File: config.mk
export PLATFORM = sky130hd
export DESIGN_NAME = ooo_core
export DESIGN_NICKNAME = d
export VERILOG_FILES = /design/src/verilog/core_pkg.sv /design/src/verilog/instr_decode.sv /design/src/verilog/rename_table.sv /design/src/verilog/reorder_buffer.sv /design/src/verilog/arch_reg_file.sv /design/src/verilog/dispatch_stage.sv /design/src/verilog/alu_pipe.sv /design/src/verilog/ooo_core.sv
export VERILOG_INCLUDE_DIRS = /design/src /design/src/verilog
export SDC_FILE = /design/constraint.sdc
export NUM_CORES = 2
export LEC_CHECK = 0
export BUFFER_PORTS_ARGS = -buffer_cell sky130_fd_sc_hd__buf_2
export CAP_MARGIN = 25
export CORE_MARGIN = 2
export CORE_UTILIZATION = 55
export CTS_CLUSTER_SIZE = 25
export DETAILED_ROUTE_END_ITERATION = 16
export HOLD_SLACK_MARGIN = 0.15
export PLACE_DENSITY = 0.71
export SETUP_SLACK_MARGIN = 0.4
export SYNTH_ARGS = -nofsm -noshare
export SYNTH_HDL_FRONTEND = slang
export SYNTH_SLANG_ARGS = --single-unit
File: constraint.sdc
create_clock -name clk -period 7.8 [get_ports clk]
set_clock_uncertainty 0.2 [all_clocks]
set_input_delay 2.34 -clock clk [delete_from_list [all_inputs] [get_ports clk]]
set_output_delay 2.34 -clock clk [all_outputs]
set_load 0.01 [all_outputs]
File: src/verilog/core_macros.svh
`ifndef CORE_MACROS_SVH
`define CORE_MACROS_SVH

// datapath and pc width.
`define CORE_XLEN 32

// architectural register count, x0 included.
`define CORE_NUM_REGS 32

// rob depth must stay a power of two so the tags wrap cleanly.
`define CORE_ROB_DEPTH 4
`define CORE_ROB_TAG_W 2

// rv32i major opcodes handled by the core.
`define CORE_OPC_OP 7'b0110011
`define CORE_OPC_OP_IMM 7'b0010011

`endif

File: src/verilog/core_pkg.sv
`default_nettype none

`include "core_macros.svh"

package core_pkg;

    typedef logic [`CORE_XLEN-1:0] xlen_t;
    typedef logic [$clog2(`CORE_NUM_REGS)-1:0] reg_idx_t;
    typedef logic [`CORE_ROB_TAG_W-1:0] rob_tag_t;

    typedef enum logic [3:0] {
        ALU_ADD  = 4'd0,
        ALU_SUB  = 4'd1,
        ALU_SLL  = 4'd2,
        ALU_SLT  = 4'd3,
        ALU_SLTU = 4'd4,
        ALU_XOR  = 4'd5,
        ALU_SRL  = 4'd6,
        ALU_SRA  = 4'd7,
        ALU_OR   = 4'd8,
        ALU_AND  = 4'd9
    } alu_op_t;

    typedef struct packed {
        alu_op_t  op;
        reg_idx_t rd;
        reg_idx_t rs1;
        reg_idx_t rs2;
        xlen_t    imm;
        logic     use_imm;
        logic     uses_rs2;
        logic     writes_rd;
    } decoded_instr_t;

    // tag is the destination rob entry.
    typedef struct packed {
        logic     valid;
        alu_op_t  op;
        xlen_t    opa;
        xlen_t    opb;
        rob_tag_t tag;
    } issue_pkt_t;

    typedef struct packed {
        logic     valid;
        rob_tag_t tag;
        xlen_t    data;
    } complete_pkt_t;

    typedef struct packed {
        logic     valid;
        xlen_t    pc;
        reg_idx_t rd;
        logic     writes_rd;
        xlen_t    data;
    } retire_pkt_t;

endpackage

`default_nettype wire

File: src/verilog/instr_decode.sv
`default_nettype none
`timescale 1ns/10ps

`include "core_macros.svh"

module instr_decode import core_pkg::*; (
    input  xlen_t          instr,
    output decoded_instr_t dec
);

    logic [6:0] opcode;
    logic [2:0] funct3;
    logic       alt;
    logic       is_op;
    logic       is_op_imm;

    assign opcode    = instr[6:0];
    assign funct3    = instr[14:12];
    // funct7 bit 5 selects sub and sra.
    assign alt       = instr[30];
    assign is_op     = (opcode == `CORE_OPC_OP);
    assign is_op_imm = (opcode == `CORE_OPC_OP_IMM);

    always_comb begin
        dec.rd        = instr[11:7];
        dec.rs1       = instr[19:15];
        dec.rs2       = instr[24:20];
        dec.imm       = {{20{instr[31]}}, instr[31:20]};
        dec.use_imm   = !is_op;
        dec.uses_rs2  = is_op;
        dec.writes_rd = (is_op || is_op_imm) && (instr[11:7] != '0);

        case (funct3)
            3'b000:  dec.op = (is_op && alt) ? ALU_SUB : ALU_ADD;
            3'b001:  dec.op = ALU_SLL;
            3'b010:  dec.op = ALU_SLT;
            3'b011:  dec.op = ALU_SLTU;
            3'b100:  dec.op = ALU_XOR;
            3'b101:  dec.op = alt ? ALU_SRA : ALU_SRL;
            3'b110:  dec.op = ALU_OR;
            default: dec.op = ALU_AND;
        endcase

        // unsupported opcodes become x0 + 0, no dependency and no write.
        if (!is_op && !is_op_imm) begin
            dec.op  = ALU_ADD;
            dec.rs1 = '0;
            dec.rs2 = '0;
            dec.imm = '0;
        end
    end

endmodule

`default_nettype wire

File: src/verilog/rename_table.sv
`default_nettype none
`timescale 1ns/10ps

`include "core_macros.svh"

module rename_table import core_pkg::*; (
    input  logic        clk,
    input  logic        rstn,
    input  reg_idx_t    rs1_idx,
    input  reg_idx_t    rs2_idx,
    input  logic        alloc_valid,
    input  reg_idx_t    alloc_rd,
    input  rob_tag_t    alloc_tag,
    input  retire_pkt_t retire,
    input  rob_tag_t    retire_tag,
    output logic        rs1_busy,
    output logic        rs2_busy,
    output rob_tag_t    rs1_tag,
    output rob_tag_t    rs2_tag
);

    localparam int NREG = `CORE_NUM_REGS;

    logic [NREG-1:0] busy_q;
    rob_tag_t        tag_q [NREG];

    assign rs1_busy = busy_q[rs1_idx];
    assign rs2_busy = busy_q[rs2_idx];
    assign rs1_tag  = tag_q[rs1_idx];
    assign rs2_tag  = tag_q[rs2_idx];

    // dispatch wins over a retirement to the same register.
    always_ff @(posedge clk or negedge rstn) begin
        if (!rstn) begin
            busy_q <= '0;
        end else begin
            for (int i = 0; i < NREG; i++) begin
                if (alloc_valid && alloc_rd == reg_idx_t'(i)) begin
                    busy_q[i] <= 1'b1;
                end else if (retire.valid && retire.writes_rd &&
                             retire.rd == reg_idx_t'(i) && tag_q[i] == retire_tag) begin
                    busy_q[i] <= 1'b0;
                end
            end
        end
    end

    // tags only mean something while busy.
    always_ff @(posedge clk) begin
        if (alloc_valid) begin
            tag_q[alloc_rd] <= alloc_tag;
        end
    end

endmodule

`default_nettype wire

File: src/verilog/reorder_buffer.sv
`default_nettype none
`timescale 1ns/10ps

`include "core_macros.svh"

module reorder_buffer import core_pkg::*; (
    input  logic          clk,
    input  logic          rstn,
    input  logic          alloc_valid,
    input  xlen_t         alloc_pc,
    input  reg_idx_t      alloc_rd,
    input  logic          alloc_writes_rd,
    input  complete_pkt_t complete,
    input  rob_tag_t      rd_tag_a,
    input  rob_tag_t      rd_tag_b,
    output logic          full,
    output rob_tag_t      alloc_tag,
    output logic          done_a,
    output logic          done_b,
    output xlen_t         value_a,
    output xlen_t         value_b,
    output retire_pkt_t   retire,
    output rob_tag_t      retire_tag
);

    localparam int DEPTH = `CORE_ROB_DEPTH;
    localparam int CNT_W = `CORE_ROB_TAG_W + 1;

    logic [DEPTH-1:0] valid_q;
    logic [DEPTH-1:0] done_q;
    logic [DEPTH-1:0] wr_q;
    xlen_t            pc_q [DEPTH];
    reg_idx_t         rd_q [DEPTH];
    xlen_t            value_q [DEPTH];
    rob_tag_t         head_q;
    rob_tag_t         tail_q;
    logic [CNT_W-1:0] count_q;
    logic             retire_fire;

    assign full      = (count_q == CNT_W'(DEPTH));
    assign alloc_tag = tail_q;

    // done is cleared on allocation, not on retire, so a retiring entry
    // still forwards during its retire cycle.
    assign done_a  = done_q[rd_tag_a];
    assign done_b  = done_q[rd_tag_b];
    assign value_a = value_q[rd_tag_a];
    assign value_b = value_q[rd_tag_b];

    assign retire_fire = valid_q[head_q] && done_q[head_q];

    always_ff @(posedge clk or negedge rstn) begin
        if (!rstn) begin
            valid_q    <= '0;
            done_q     <= '0;
            head_q     <= '0;
            tail_q     <= '0;
            count_q    <= '0;
            retire     <= '0;
            retire_tag <= '0;
        end else begin
            if (alloc_valid) begin
                valid_q[tail_q] <= 1'b1;
                done_q[tail_q]  <= 1'b0;
                tail_q          <= tail_q + 1'b1;
            end
            if (complete.valid) begin
                done_q[complete.tag] <= 1'b1;
            end
            if (retire_fire) begin
                valid_q[head_q] <= 1'b0;
                head_q          <= head_q + 1'b1;
            end
            count_q <= count_q + CNT_W'(alloc_valid) - CNT_W'(retire_fire);

            // head goes out one cycle after it is seen done.
            retire.valid     <= retire_fire;
            retire.pc        <= pc_q[head_q];
            retire.rd        <= rd_q[head_q];
            retire.writes_rd <= wr_q[head_q];
            retire.data      <= value_q[head_q];
            retire_tag       <= head_q;
        end
    end

    always_ff @(posedge clk) begin
        if (alloc_valid) begin
            pc_q[tail_q] <= alloc_pc;
            rd_q[tail_q] <= alloc_rd;
            wr_q[tail_q] <= alloc_writes_rd;
        end
        if (complete.valid) begin
            value_q[complete.tag] <= complete.data;
        end
    end

    // dispatch must hold off while full.
    assert property (@(posedge clk) disable iff (!rstn) alloc_valid |-> !full);

    // each alu result lands once, on an entry still waiting for it.
    assert property (@(posedge clk) disable iff (!rstn)
        complete.valid |-> valid_q[complete.tag] && !done_q[complete.tag]);

endmodule

`default_nettype wire

File: src/verilog/arch_reg_file.sv
`default_nettype none
`timescale 1ns/10ps

`include "core_macros.svh"

module arch_reg_file import core_pkg::*; (
    input  logic        clk,
    input  logic        rstn,
    input  reg_idx_t    rs1_idx,
    input  reg_idx_t    rs2_idx,
    input  retire_pkt_t retire,
    output xlen_t       rs1_value,
    output xlen_t       rs2_value
);

    localparam int NREG = `CORE_NUM_REGS;

    xlen_t regs_q [NREG];

    assign rs1_value = (rs1_idx == '0) ? '0 : regs_q[rs1_idx];
    assign rs2_value = (rs2_idx == '0) ? '0 : regs_q[rs2_idx];

    // committed state only, written in program order.
    always_ff @(posedge clk or negedge rstn) begin
        if (!rstn) begin
            for (int i = 0; i < NREG; i++) begin
                regs_q[i] <= '0;
            end
        end else if (retire.valid && retire.writes_rd && retire.rd != '0) begin
            regs_q[retire.rd] <= retire.data;
        end
    end

endmodule

`default_nettype wire

File: src/verilog/dispatch_stage.sv
`default_nettype none
`timescale 1ns/10ps

module dispatch_stage import core_pkg::*; (
    input  logic           clk,
    input  logic           rstn,
    input  logic           instr_valid,
    input  decoded_instr_t dec,
    input  logic           rs1_busy,
    input  logic           rs2_busy,
    input  rob_tag_t       rs1_tag,
    input  rob_tag_t       rs2_tag,
    input  logic           done_a,
    input  logic           done_b,
    input  xlen_t          value_a,
    input  xlen_t          value_b,
    input  xlen_t          rf_a,
    input  xlen_t          rf_b,
    input  logic           rob_full,
    input  rob_tag_t       alloc_tag,
    output logic           stall,
    output logic           alloc_valid,
    output xlen_t          alloc_pc,
    output issue_pkt_t     issue
);

    xlen_t pc_q;
    logic  accept;
    logic  rs1_wait;
    logic  rs2_wait;
    xlen_t opa;
    xlen_t opb;

    // no same-cycle forwarding from the alu, so wait for done.
    assign rs1_wait = rs1_busy && !done_a;
    assign rs2_wait = dec.uses_rs2 && rs2_busy && !done_b;
    assign stall    = rob_full || rs1_wait || rs2_wait;

    assign accept      = instr_valid && !stall;
    assign alloc_valid = accept;
    assign alloc_pc    = pc_q;

    assign opa = rs1_busy ? value_a : rf_a;
    assign opb = dec.use_imm ? dec.imm : (rs2_busy ? value_b : rf_b);

    always_ff @(posedge clk or negedge rstn) begin
        if (!rstn) begin
            pc_q <= '0;
        end else if (accept) begin
            pc_q <= pc_q + xlen_t'(4);
        end
    end

    // issue register, loaded on the accepting edge.
    always_ff @(posedge clk or negedge rstn) begin
        if (!rstn) begin
            issue <= '0;
        end else begin
            issue.valid <= accept;
            if (accept) begin
                issue.op  <= dec.op;
                issue.opa <= opa;
                issue.opb <= opb;
                issue.tag <= alloc_tag;
            end
        end
    end

    // a pending producer is a live rob entry, so it is never the free tail.
    assert property (@(posedge clk) disable iff (!rstn)
        rs1_wait |-> (rob_full || rs1_tag != alloc_tag));
    assert property (@(posedge clk) disable iff (!rstn)
        rs2_wait |-> (rob_full || rs2_tag != alloc_tag));

endmodule

`default_nettype wire

File: src/verilog/alu_pipe.sv
`default_nettype none
`timescale 1ns/10ps

module alu_pipe import core_pkg::*; (
    input  logic          clk,
    input  logic          rstn,
    input  issue_pkt_t    issue,
    output complete_pkt_t complete
);

    xlen_t         result;
    logic [4:0]    shamt;
    complete_pkt_t stage1_q;

    assign shamt = issue.opb[4:0];

    always_comb begin
        case (issue.op)
            ALU_ADD:  result = issue.opa + issue.opb;
            ALU_SUB:  result = issue.opa - issue.opb;
            ALU_SLL:  result = issue.opa << shamt;
            ALU_SLT:  result = xlen_t'($signed(issue.opa) < $signed(issue.opb));
            ALU_SLTU: result = xlen_t'(issue.opa < issue.opb);
            ALU_XOR:  result = issue.opa ^ issue.opb;
            ALU_SRL:  result = issue.opa >> shamt;
            ALU_SRA:  result = xlen_t'($signed(issue.opa) >>> shamt);
            ALU_OR:   result = issue.opa | issue.opb;
            default:  result = issue.opa & issue.opb;
        endcase
    end

    // stage one.
    always_ff @(posedge clk or negedge rstn) begin
        if (!rstn) begin
            stage1_q <= '0;
        end else begin
            stage1_q.valid <= issue.valid;
            stage1_q.tag   <= issue.tag;
            stage1_q.data  <= result;
        end
    end

    // stage two, one packet per cycle with no bubbles.
    always_ff @(posedge clk or negedge rstn) begin
        if (!rstn) begin
            complete <= '0;
        end else begin
            complete <= stage1_q;
        end
    end

endmodule

`default_nettype wire

File: src/verilog/ooo_core.sv
`default_nettype none
`timescale 1ns/10ps

module ooo_core import core_pkg::*; (
    input  logic     clk,
    input  logic     rstn,
    input  logic     instr_valid,
    input  xlen_t    instr,
    output logic     stall,
    output logic     retire_valid,
    output xlen_t    retire_pc,
    output reg_idx_t retire_rd,
    output logic     retire_writes_rd,
    output xlen_t    retire_data
);

    decoded_instr_t dec;
    logic           rs1_busy;
    logic           rs2_busy;
    rob_tag_t       rs1_tag;
    rob_tag_t       rs2_tag;
    logic           done_a;
    logic           done_b;
    xlen_t          value_a;
    xlen_t          value_b;
    xlen_t          rf_a;
    xlen_t          rf_b;
    logic           rob_full;
    rob_tag_t       alloc_tag;
    logic           alloc_valid;
    xlen_t          alloc_pc;
    issue_pkt_t     issue;
    complete_pkt_t  complete;
    retire_pkt_t    retire;
    rob_tag_t       retire_tag;

    assign retire_valid     = retire.valid;
    assign retire_pc        = retire.pc;
    assign retire_rd        = retire.rd;
    assign retire_writes_rd = retire.writes_rd;
    assign retire_data      = retire.data;

    instr_decode decode_i (
        .instr (instr),
        .dec   (dec)
    );

    // only register-writing instructions claim a mapping.
    rename_table rename_i (
        .clk         (clk),
        .rstn        (rstn),
        .rs1_idx     (dec.rs1),
        .rs2_idx     (dec.rs2),
        .alloc_valid (alloc_valid && dec.writes_rd),
        .alloc_rd    (dec.rd),
        .alloc_tag   (alloc_tag),
        .retire      (retire),
        .retire_tag  (retire_tag),
        .rs1_busy    (rs1_busy),
        .rs2_busy    (rs2_busy),
        .rs1_tag     (rs1_tag),
        .rs2_tag     (rs2_tag)
    );

    reorder_buffer rob_i (
        .clk             (clk),
        .rstn            (rstn),
        .alloc_valid     (alloc_valid),
        .alloc_pc        (alloc_pc),
        .alloc_rd        (dec.rd),
        .alloc_writes_rd (dec.writes_rd),
        .complete        (complete),
        .rd_tag_a        (rs1_tag),
        .rd_tag_b        (rs2_tag),
        .full            (rob_full),
        .alloc_tag       (alloc_tag),
        .done_a          (done_a),
        .done_b          (done_b),
        .value_a         (value_a),
        .value_b         (value_b),
        .retire          (retire),
        .retire_tag      (retire_tag)
    );

    arch_reg_file arf_i (
        .clk       (clk),
        .rstn      (rstn),
        .rs1_idx   (dec.rs1),
        .rs2_idx   (dec.rs2),
        .retire    (retire),
        .rs1_value (rf_a),
        .rs2_value (rf_b)
    );

    dispatch_stage dispatch_i (
        .clk         (clk),
        .rstn        (rstn),
        .instr_valid (instr_valid),
        .dec         (dec),
        .rs1_busy    (rs1_busy),
        .rs2_busy    (rs2_busy),
        .rs1_tag     (rs1_tag),
        .rs2_tag     (rs2_tag),
        .done_a      (done_a),
        .done_b      (done_b),
        .value_a     (value_a),
        .value_b     (value_b),
        .rf_a        (rf_a),
        .rf_b        (rf_b),
        .rob_full    (rob_full),
        .alloc_tag   (alloc_tag),
        .stall       (stall),
        .alloc_valid (alloc_valid),
        .alloc_pc    (alloc_pc),
        .issue       (issue)
    );

    alu_pipe alu_i (
        .clk      (clk),
        .rstn     (rstn),
        .issue    (issue),
        .complete (complete)
    );

endmodule

`default_nettype wire

Word-level counts from Yosys, hierarchy flattened
Memory sizes are Yosys's and may differ from the RTL's. A register that Yosys moved wholly into a read port is not among the register bits.
Index checks and enable logic that the tools add are counted.
{ "word_totals": {"ff_bits": 1252, "ram_bits": 340, "input_bits": 35, "output_inout_bits": 72, "word_cells": 515, "mem_count": 4} }
{ "classes": {"n_addsub": 7, "order_cmp": 16, "eq_ne": 111, "shifts": 3, "muxes": 115, "bitwise": 12, "n_reduce_logical": 162} }
{ "mem_list": {"columns": ["name", "words", "width", "rd", "rd_ports_with_merged_regs", "wr", "line_no", "text"], "rows": [
  ["rob_i.pc_q", 4, 32, 1, 1, 1, "reorder_buffer.sv:32", "xlen_t pc_q [DEPTH];"],
  ["rob_i.value_q", 4, 32, 3, 1, 1, "reorder_buffer.sv:34", "xlen_t value_q [DEPTH];"],
  ["rename_i.tag_q", 32, 2, 34, 0, 1, "rename_table.sv:25", "rob_tag_t tag_q [NREG];"],
  ["rob_i.rd_q", 4, 5, 1, 1, 1, "reorder_buffer.sv:33", "reg_idx_t rd_q [DEPTH];"]
]} }
{ "ops": {"columns": ["op", "count"], "rows": [
  ["$bwmux W1024", 1],
  ["$bmux W32 S5", 2],
  ["$mux W32", 10],
  ["$pmux W32 S9", 1],
  ["$demux W32 S5", 1],
  ["$eq A5 B5 Y1 const B", 32],
  ["$logic_and A1 B1 Y1", 111],
  ["$mux W1", 82],
  ["$eq A5 B4 Y1 const B", 16],
  ["$eq A2 B2 Y1", 32],
  ["$lt A32 B32 Y1", 2],
  ["$reduce_bool A2 Y1", 32],
  ["$mux W42", 1],
  ["$eq A5 B3 Y1 const B", 8],
  ["$add A32 B3 Y32 const B", 1],
  ["$add A32 B32 Y32", 1],
  ["$and A32 B32 Y32", 1],
  ["$or A32 B32 Y32", 1],
  ["$shl A32 B5 Y32", 1],
  ["$shr A32 B5 Y32", 1],
  ["$sshr A32 B5 Y32", 1],
  ["$sub A32 B32 Y32", 1],
  ["$xor A32 B32 Y32", 1],
  ["$pmux W4 S7", 1],
  ["34 further kinds", 85]
]} }

Depth between registers and ports, before layout
An unclocked memory read counts as a cell.
{ "logic_depth": {"word_depth": 16, "ltp_mapped": 18, "depth_no_buf": 14} }

Hierarchy
Synthesis repeated with hierarchy kept, for this count alone.
{ "unflattened": {"cells_unflattened": 6579, "hier_area_um2": 90702.0} }
{ "modules_own_cells": {"columns": ["mod", "instances", "cells_per_inst", "area_per_inst_um2", "seq_area_each_um2"], "rows": [
  ["arch_reg_file", 1, 3625, 54890.1, 25624.6],
  ["reorder_buffer", 1, 596, 14315.0, 10610.2],
  ["alu_pipe", 1, 1398, 10480.1, 1751.7],
  ["rename_table", 1, 382, 5564.1, 2722.6],
  ["dispatch_stage", 1, 509, 4936.0, 2527.4],
  ["instr_decode", 1, 68, 510.5, 0.0],
  ["ooo_core", 1, 1, 6.3, 0.0]
]} }

Worst setup path after synthesis
No wires, ideal clock.
{ "synth_timing": {"path_kind": "input-to-output", "from": "input instr[2]", "to": "output stall", "arrival_ns": 4.488, "required_ns": 5.260, "path_slack_ns": 0.772, "path_stages": 11, "path_buffers": 2, "cell_sequence": "and4bb_2 > buf_4 > nand3_4 > a311o_1 > a221oi_2 > a31oi_1 > or2_1 > buf_2 > a2111oi_4 > nor2_1 > nand4_1"} }
{ "synth_via": {"elab_chain_len": 11, "elab_cells_between_ends": 22, "cone_classes": "2 x eq/ne; 9 x mux; 10 x reduce/logical; 1 x memory"} }
{ "synth_rtl": {"columns": ["element", "line_no", "text"], "rows": [
  ["start: declaration", "ooo_core.sv:8", "input xlen_t instr,"],
  ["$eq A7 B6 Y1 (no line) or $eq A7 B5 Y1 (tied branches)", null, null],
  ["$logic_not A1 Y1, on equally long branches", null, null],
  ["$logic_and A1 B1 Y1", "instr_decode.sv:45", "if (!is_op && !is_op_imm) begin"],
  ["$mux W42", "instr_decode.sv:45", null],
  ["$mem_v2 Z32 W2", null, null],
  ["$bmux W1 S2", "reorder_buffer.sv:45", "assign done_a = done_q[rd_tag_a];"],
  ["$mux W1 (implied by the code)", "reorder_buffer.sv:45", null],
  ["$logic_not A1 Y1", "dispatch_stage.sv:35", "assign rs1_wait = rs1_busy && !done_a;"],
  ["$logic_and A1 B1 Y1", "dispatch_stage.sv:35", null],
  ["$logic_or A1 B1 Y1", "dispatch_stage.sv:37", "assign stall = rob_full || rs1_wait || rs2_wait;"],
  ["$logic_or A1 B1 Y1 *", "dispatch_stage.sv:37", null],
  ["end: declaration", "ooo_core.sv:9", "output logic stall,"]
]} }
Every way passes the cells marked *; elsewhere a longest branch is shown, timed or not. The select of a mux whose other input is x is not followed.

Worst setup path after layout
Ends and elaborated chain as after synthesis.

==> summary.txt <==
Layout
  • Most frequent cells in the layout: 1306 x dfrtp_1, 1234 x nand2_1, 1053 x mux2_2
  • Area grow syn2layout: 10.4%
  • FILL cells: 13200
  • Final Cell Area: 100000 um2
  • Leading cell type in the layout, fill and taps excluded: dfrtp_1
  • # nets final: 8560
  • Share of layout cells above drive strength 1: 0.232

Outcome
  • Status: complete, no violations

STA
  • Max Fclk: 133 MHz
  • Worst-Margin Slew: 1.15 ns
  • Unrepaired setup endpoints after global routing: yes
  • Final setup viols: 0
  • Slew headroom: 0.232
  • Hold Worst Slack: 0.149 ns
  • Slew Viols, Final: 0
  • Crit path time final: 7.54 ns
  • Final worst path period share: 0.966
  • Final Hold Viols: 0

Logic synthesis
  • Register area share after synthesis: 0.472
  • Top cells by area, synth: dfrtp_1 36%, mux2_2 13%, edfxtp_1 11%, nand2_1 5.1%, mux4_2 3.7%
  • Syn Inst Count: 8686
  • Post-synth EDFFs: 336
  • Synthesized flop and latch total: 1649
  • Post-Syn Area: 91000 um2
  • Synthesis warning total: 0
  • Cell variety after synth: 90
  • Main synth FF type: dfrtp_1
  • Post-synth top area share: 0.361
  • Syn_area_per_cell: 10.5 um2
  • Cell taking the most area after synthesis: dfrtp_1
  • Post-synth ARST share: 0.796

GRT
  • Total GRT Usage: 0.400
  • Met2 Track Usage GR: 0.569
  • GRT met1 Usage: 0.533
  • Vias in the first global route: 73300
  • Initial antenna violation count: 15
  • Overflow after GRT: 0
  • First-pass GRT wire length: 499000 um
  • Largest net degree at the start of global routing: 167
  • GR peak layer: met2
  • Met3 Use GR: 0.121

Clock network
  • Max clock buf depth: 3
  • Clock Latency Late Sink: 0.86 ns
  • CTS root buf: clkbuf_16
  • CTS tree: done
  • CTS Buf Count: 174
  • Clock-pin slew on the worst setup and hold paths: 0.06 ns
  • Num Clock Sinks: 1649
  • H-Tree Depth: 4

Route
  • Via count: 76000
  • Starting DRT DRC Count: 11500
  • Post-route DRC violation count: 0
  • Antenna-violating nets left: 0
  • Pre-Repair DR Iteration Count: 7
  • Via-to-Cell Ratio: 7.07
  • DR WL/cell: 31.9 um
  • Final wirelength: 343000 um

Worst hold path
  • Min-delay worst type: reg -> reg

Setup path
  • WP data required: 5.26 ns
  • Startpoint Class: input port
  • Max incr delay on CP: 0.40 ns
  • Worst path cell trace: buf_2 -> and4bb_4 -> buf_8 -> buf_12 -> nand3_4 -> a311o_1 -> a211o_1 -> and2_4 -> o2111ai_4 -> nand4_1 -> buf_6 -> buf_6
  • Buf/Inv on CP: 5
  • Top cell by count, worst path: buf_6
  • Critical path's slowest cell: and4bb_4
  • CP endpoint kind: primary output
  • Critical path class: in -> out
  • Cell family with most CP delay: simple AND/OR/NAND/NOR gates
  • Crit path arrival time: 5.00 ns
  • CP Max Fanout: 5

Floorplanning
  • Chip Height: 411 um
  • Top-Level Pins: 107
  • Initial Util: 0.553
  • Die X: 411 um
  • Die ar.: 169000 um2
  • CORE AREA: 165000 um2
  • Num rows: 149

Power
  • Tot Pwr: 18.1 mW
  • Maximum VDD drop: 206 uV
  • Power per cell area: 180 nW/um2
  • LEAKAGE: 41.7 nW

Flow run
  • Maxcap violations: 0

Placement
  • GP Congestion: 1.01
  • IO Port Bufs: 104
  • Placed cell areas: 93900 um2
  • Final HPWL DP: 206000 um
-- sequential cells by signal, indices dropped and copies added, names as in the netlist --
signal               flops
alu_i.complete          35
alu_i.stage1_q          35
arf_i.regs_q          1024
dispatch_i.alloc_pc     30
dispatch_i.issue        71
rename_i.busy_q         32
rename_i.tag_q          64
rob_i.alloc_tag          2
rob_i.count_q            3
rob_i.done_q             4
rob_i.head_q             2
rob_i.pc_q             120
rob_i.rd_q              20
rob_i.retire            69
rob_i.retire_tag         2
rob_i.valid_q            4
rob_i.value_q          128
rob_i.wr_q               4
-- stage by stage --
| step | std cells | utilization | setup TNS (ns) | worst slack (ns) |
|---|---|---|---|---|
| 6_report | 10800 | 0.610 | 0 | 0.264 |
| 3_5_place_dp | 10400 | 0.570 | -0.0783 | -0.0783 |
| 2_1_floorplan | 8689 | - | 0 | 0.772 |
| 4_1_cts | 10700 | 0.609 | 0 | 0.252 |
| 3_3_place_gp | 10400 | 0.570 | -0.0964 | -0.0964 |
| 5_1_grt | 10700 | 0.610 | 0 | 0.246 |
-- worst paths after layout --
check	cells after the start	end	start	slack [ns]
worst max-delay path	12	stall	instr[2]	0.26
worst min-delay path	0	alu_i.complete[21]$_DFF_PN0_	alu_i.stage1_q[21]$_DFF_PN0_	0.15
worst max register to register	13	alu_i.stage1_q[0]$_DFF_PN0_	dispatch_i.issue[44]$_DFFE_PN0N_	2.76
worst min register to register	0	alu_i.complete[21]$_DFF_PN0_	alu_i.stage1_q[21]$_DFF_PN0_	0.15
max in group asynchronous	2	arf_i.regs_q[620]$_DFFE_PN0P_	rstn	4.46
min in group asynchronous	1	arf_i.regs_q[820]$_DFFE_PN0P_	rstn	1.30
-- metal layers --
| layer | routed length [um] | up-vias |
|---|---|---|
| met5 | 83 | - |
| met4 | 25400 | 14 |
| met3 | 44600 | 1335 |
| met2 | 144000 | 5366 |
| met1 | 129000 | 38000 |
| li1 | - | 31300 |
-- report_power, final --
group | leakage (nW) | internal [mW] | switching [mW]
logic | 18.2 | 0.136 | 0.490
clock network | 2.94 | 4.98 | 3.76
registers | 20.6 | 8.77 | 0.000630
-- layout make-up --
cell class / instances / area [um2] / share of cell area
inverter: 120 / 452 / 0.00450
timing repair buffer: 390 / 3380 / 0.0337
antenna: 7 / 17.5 / 0.000174
multi-input combinational: 6079 / 44900 / 0.447
clock buffer: 248 / 4990 / 0.0497
clock inverter: 70 / 1070 / 0.0106
tap: 2189 / 2740 / 0.0273
sequential: 1649 / 43000 / 0.428
-- cell usage after synthesis, drive strengths merged, types with 20 or more instances --
| cell | instances |
|---|---|
| nand2 | 1243 |
| a31oi | 244 |
| a211oi | 202 |
| nor2 | 334 |
| o311ai | 78 |
| mux2 | 1060 |
| mux4 | 149 |
| nand3 | 462 |
| inv | 117 |
| a221oi | 105 |
| nor2b | 157 |
| and2 | 20 |
| clkbuf | 646 |
| and3 | 58 |
| edfxtp | 336 |
| nor3 | 61 |
| o211ai | 27 |
| xnor2 | 82 |
| nand2b | 82 |
| xor2 | 28 |
| mux2i | 315 |
| or3 | 21 |
| dfrtp | 1313 |
| o22ai | 177 |
| a221o | 21 |
| o221ai | 52 |
| o21ai | 289 |
| a311oi | 42 |
| o2bb2ai | 29 |
| ha | 108 |
| a21o | 29 |
| buf | 195 |
| a21oi | 350 |
-- repair_timing --
action / in CTS / in global routing
endpoints found under the hold margin: 4 / 0
buffers inserted: 11 / 5
setup endpoints to repair: 1 / 1
gates cloned: 0 / 1
pin swaps: 8 / 10
hold buffers: 4 / 0
resized for setup: 23 / 17
-- cell families after synthesis --
| kind of cell | share of synthesized area |
|---|---|
| other cells | 0.0000412 |
| xor+xnor | 0.0106 |
| buf+inv | 0.0419 |
| fa+ha+maj | 0.0155 |
| flops | 0.472 |
| compound gates | 0.134 |
| mux | 0.203 |
| simple gates | 0.123 |
Power figures use the tool's default switching activity.
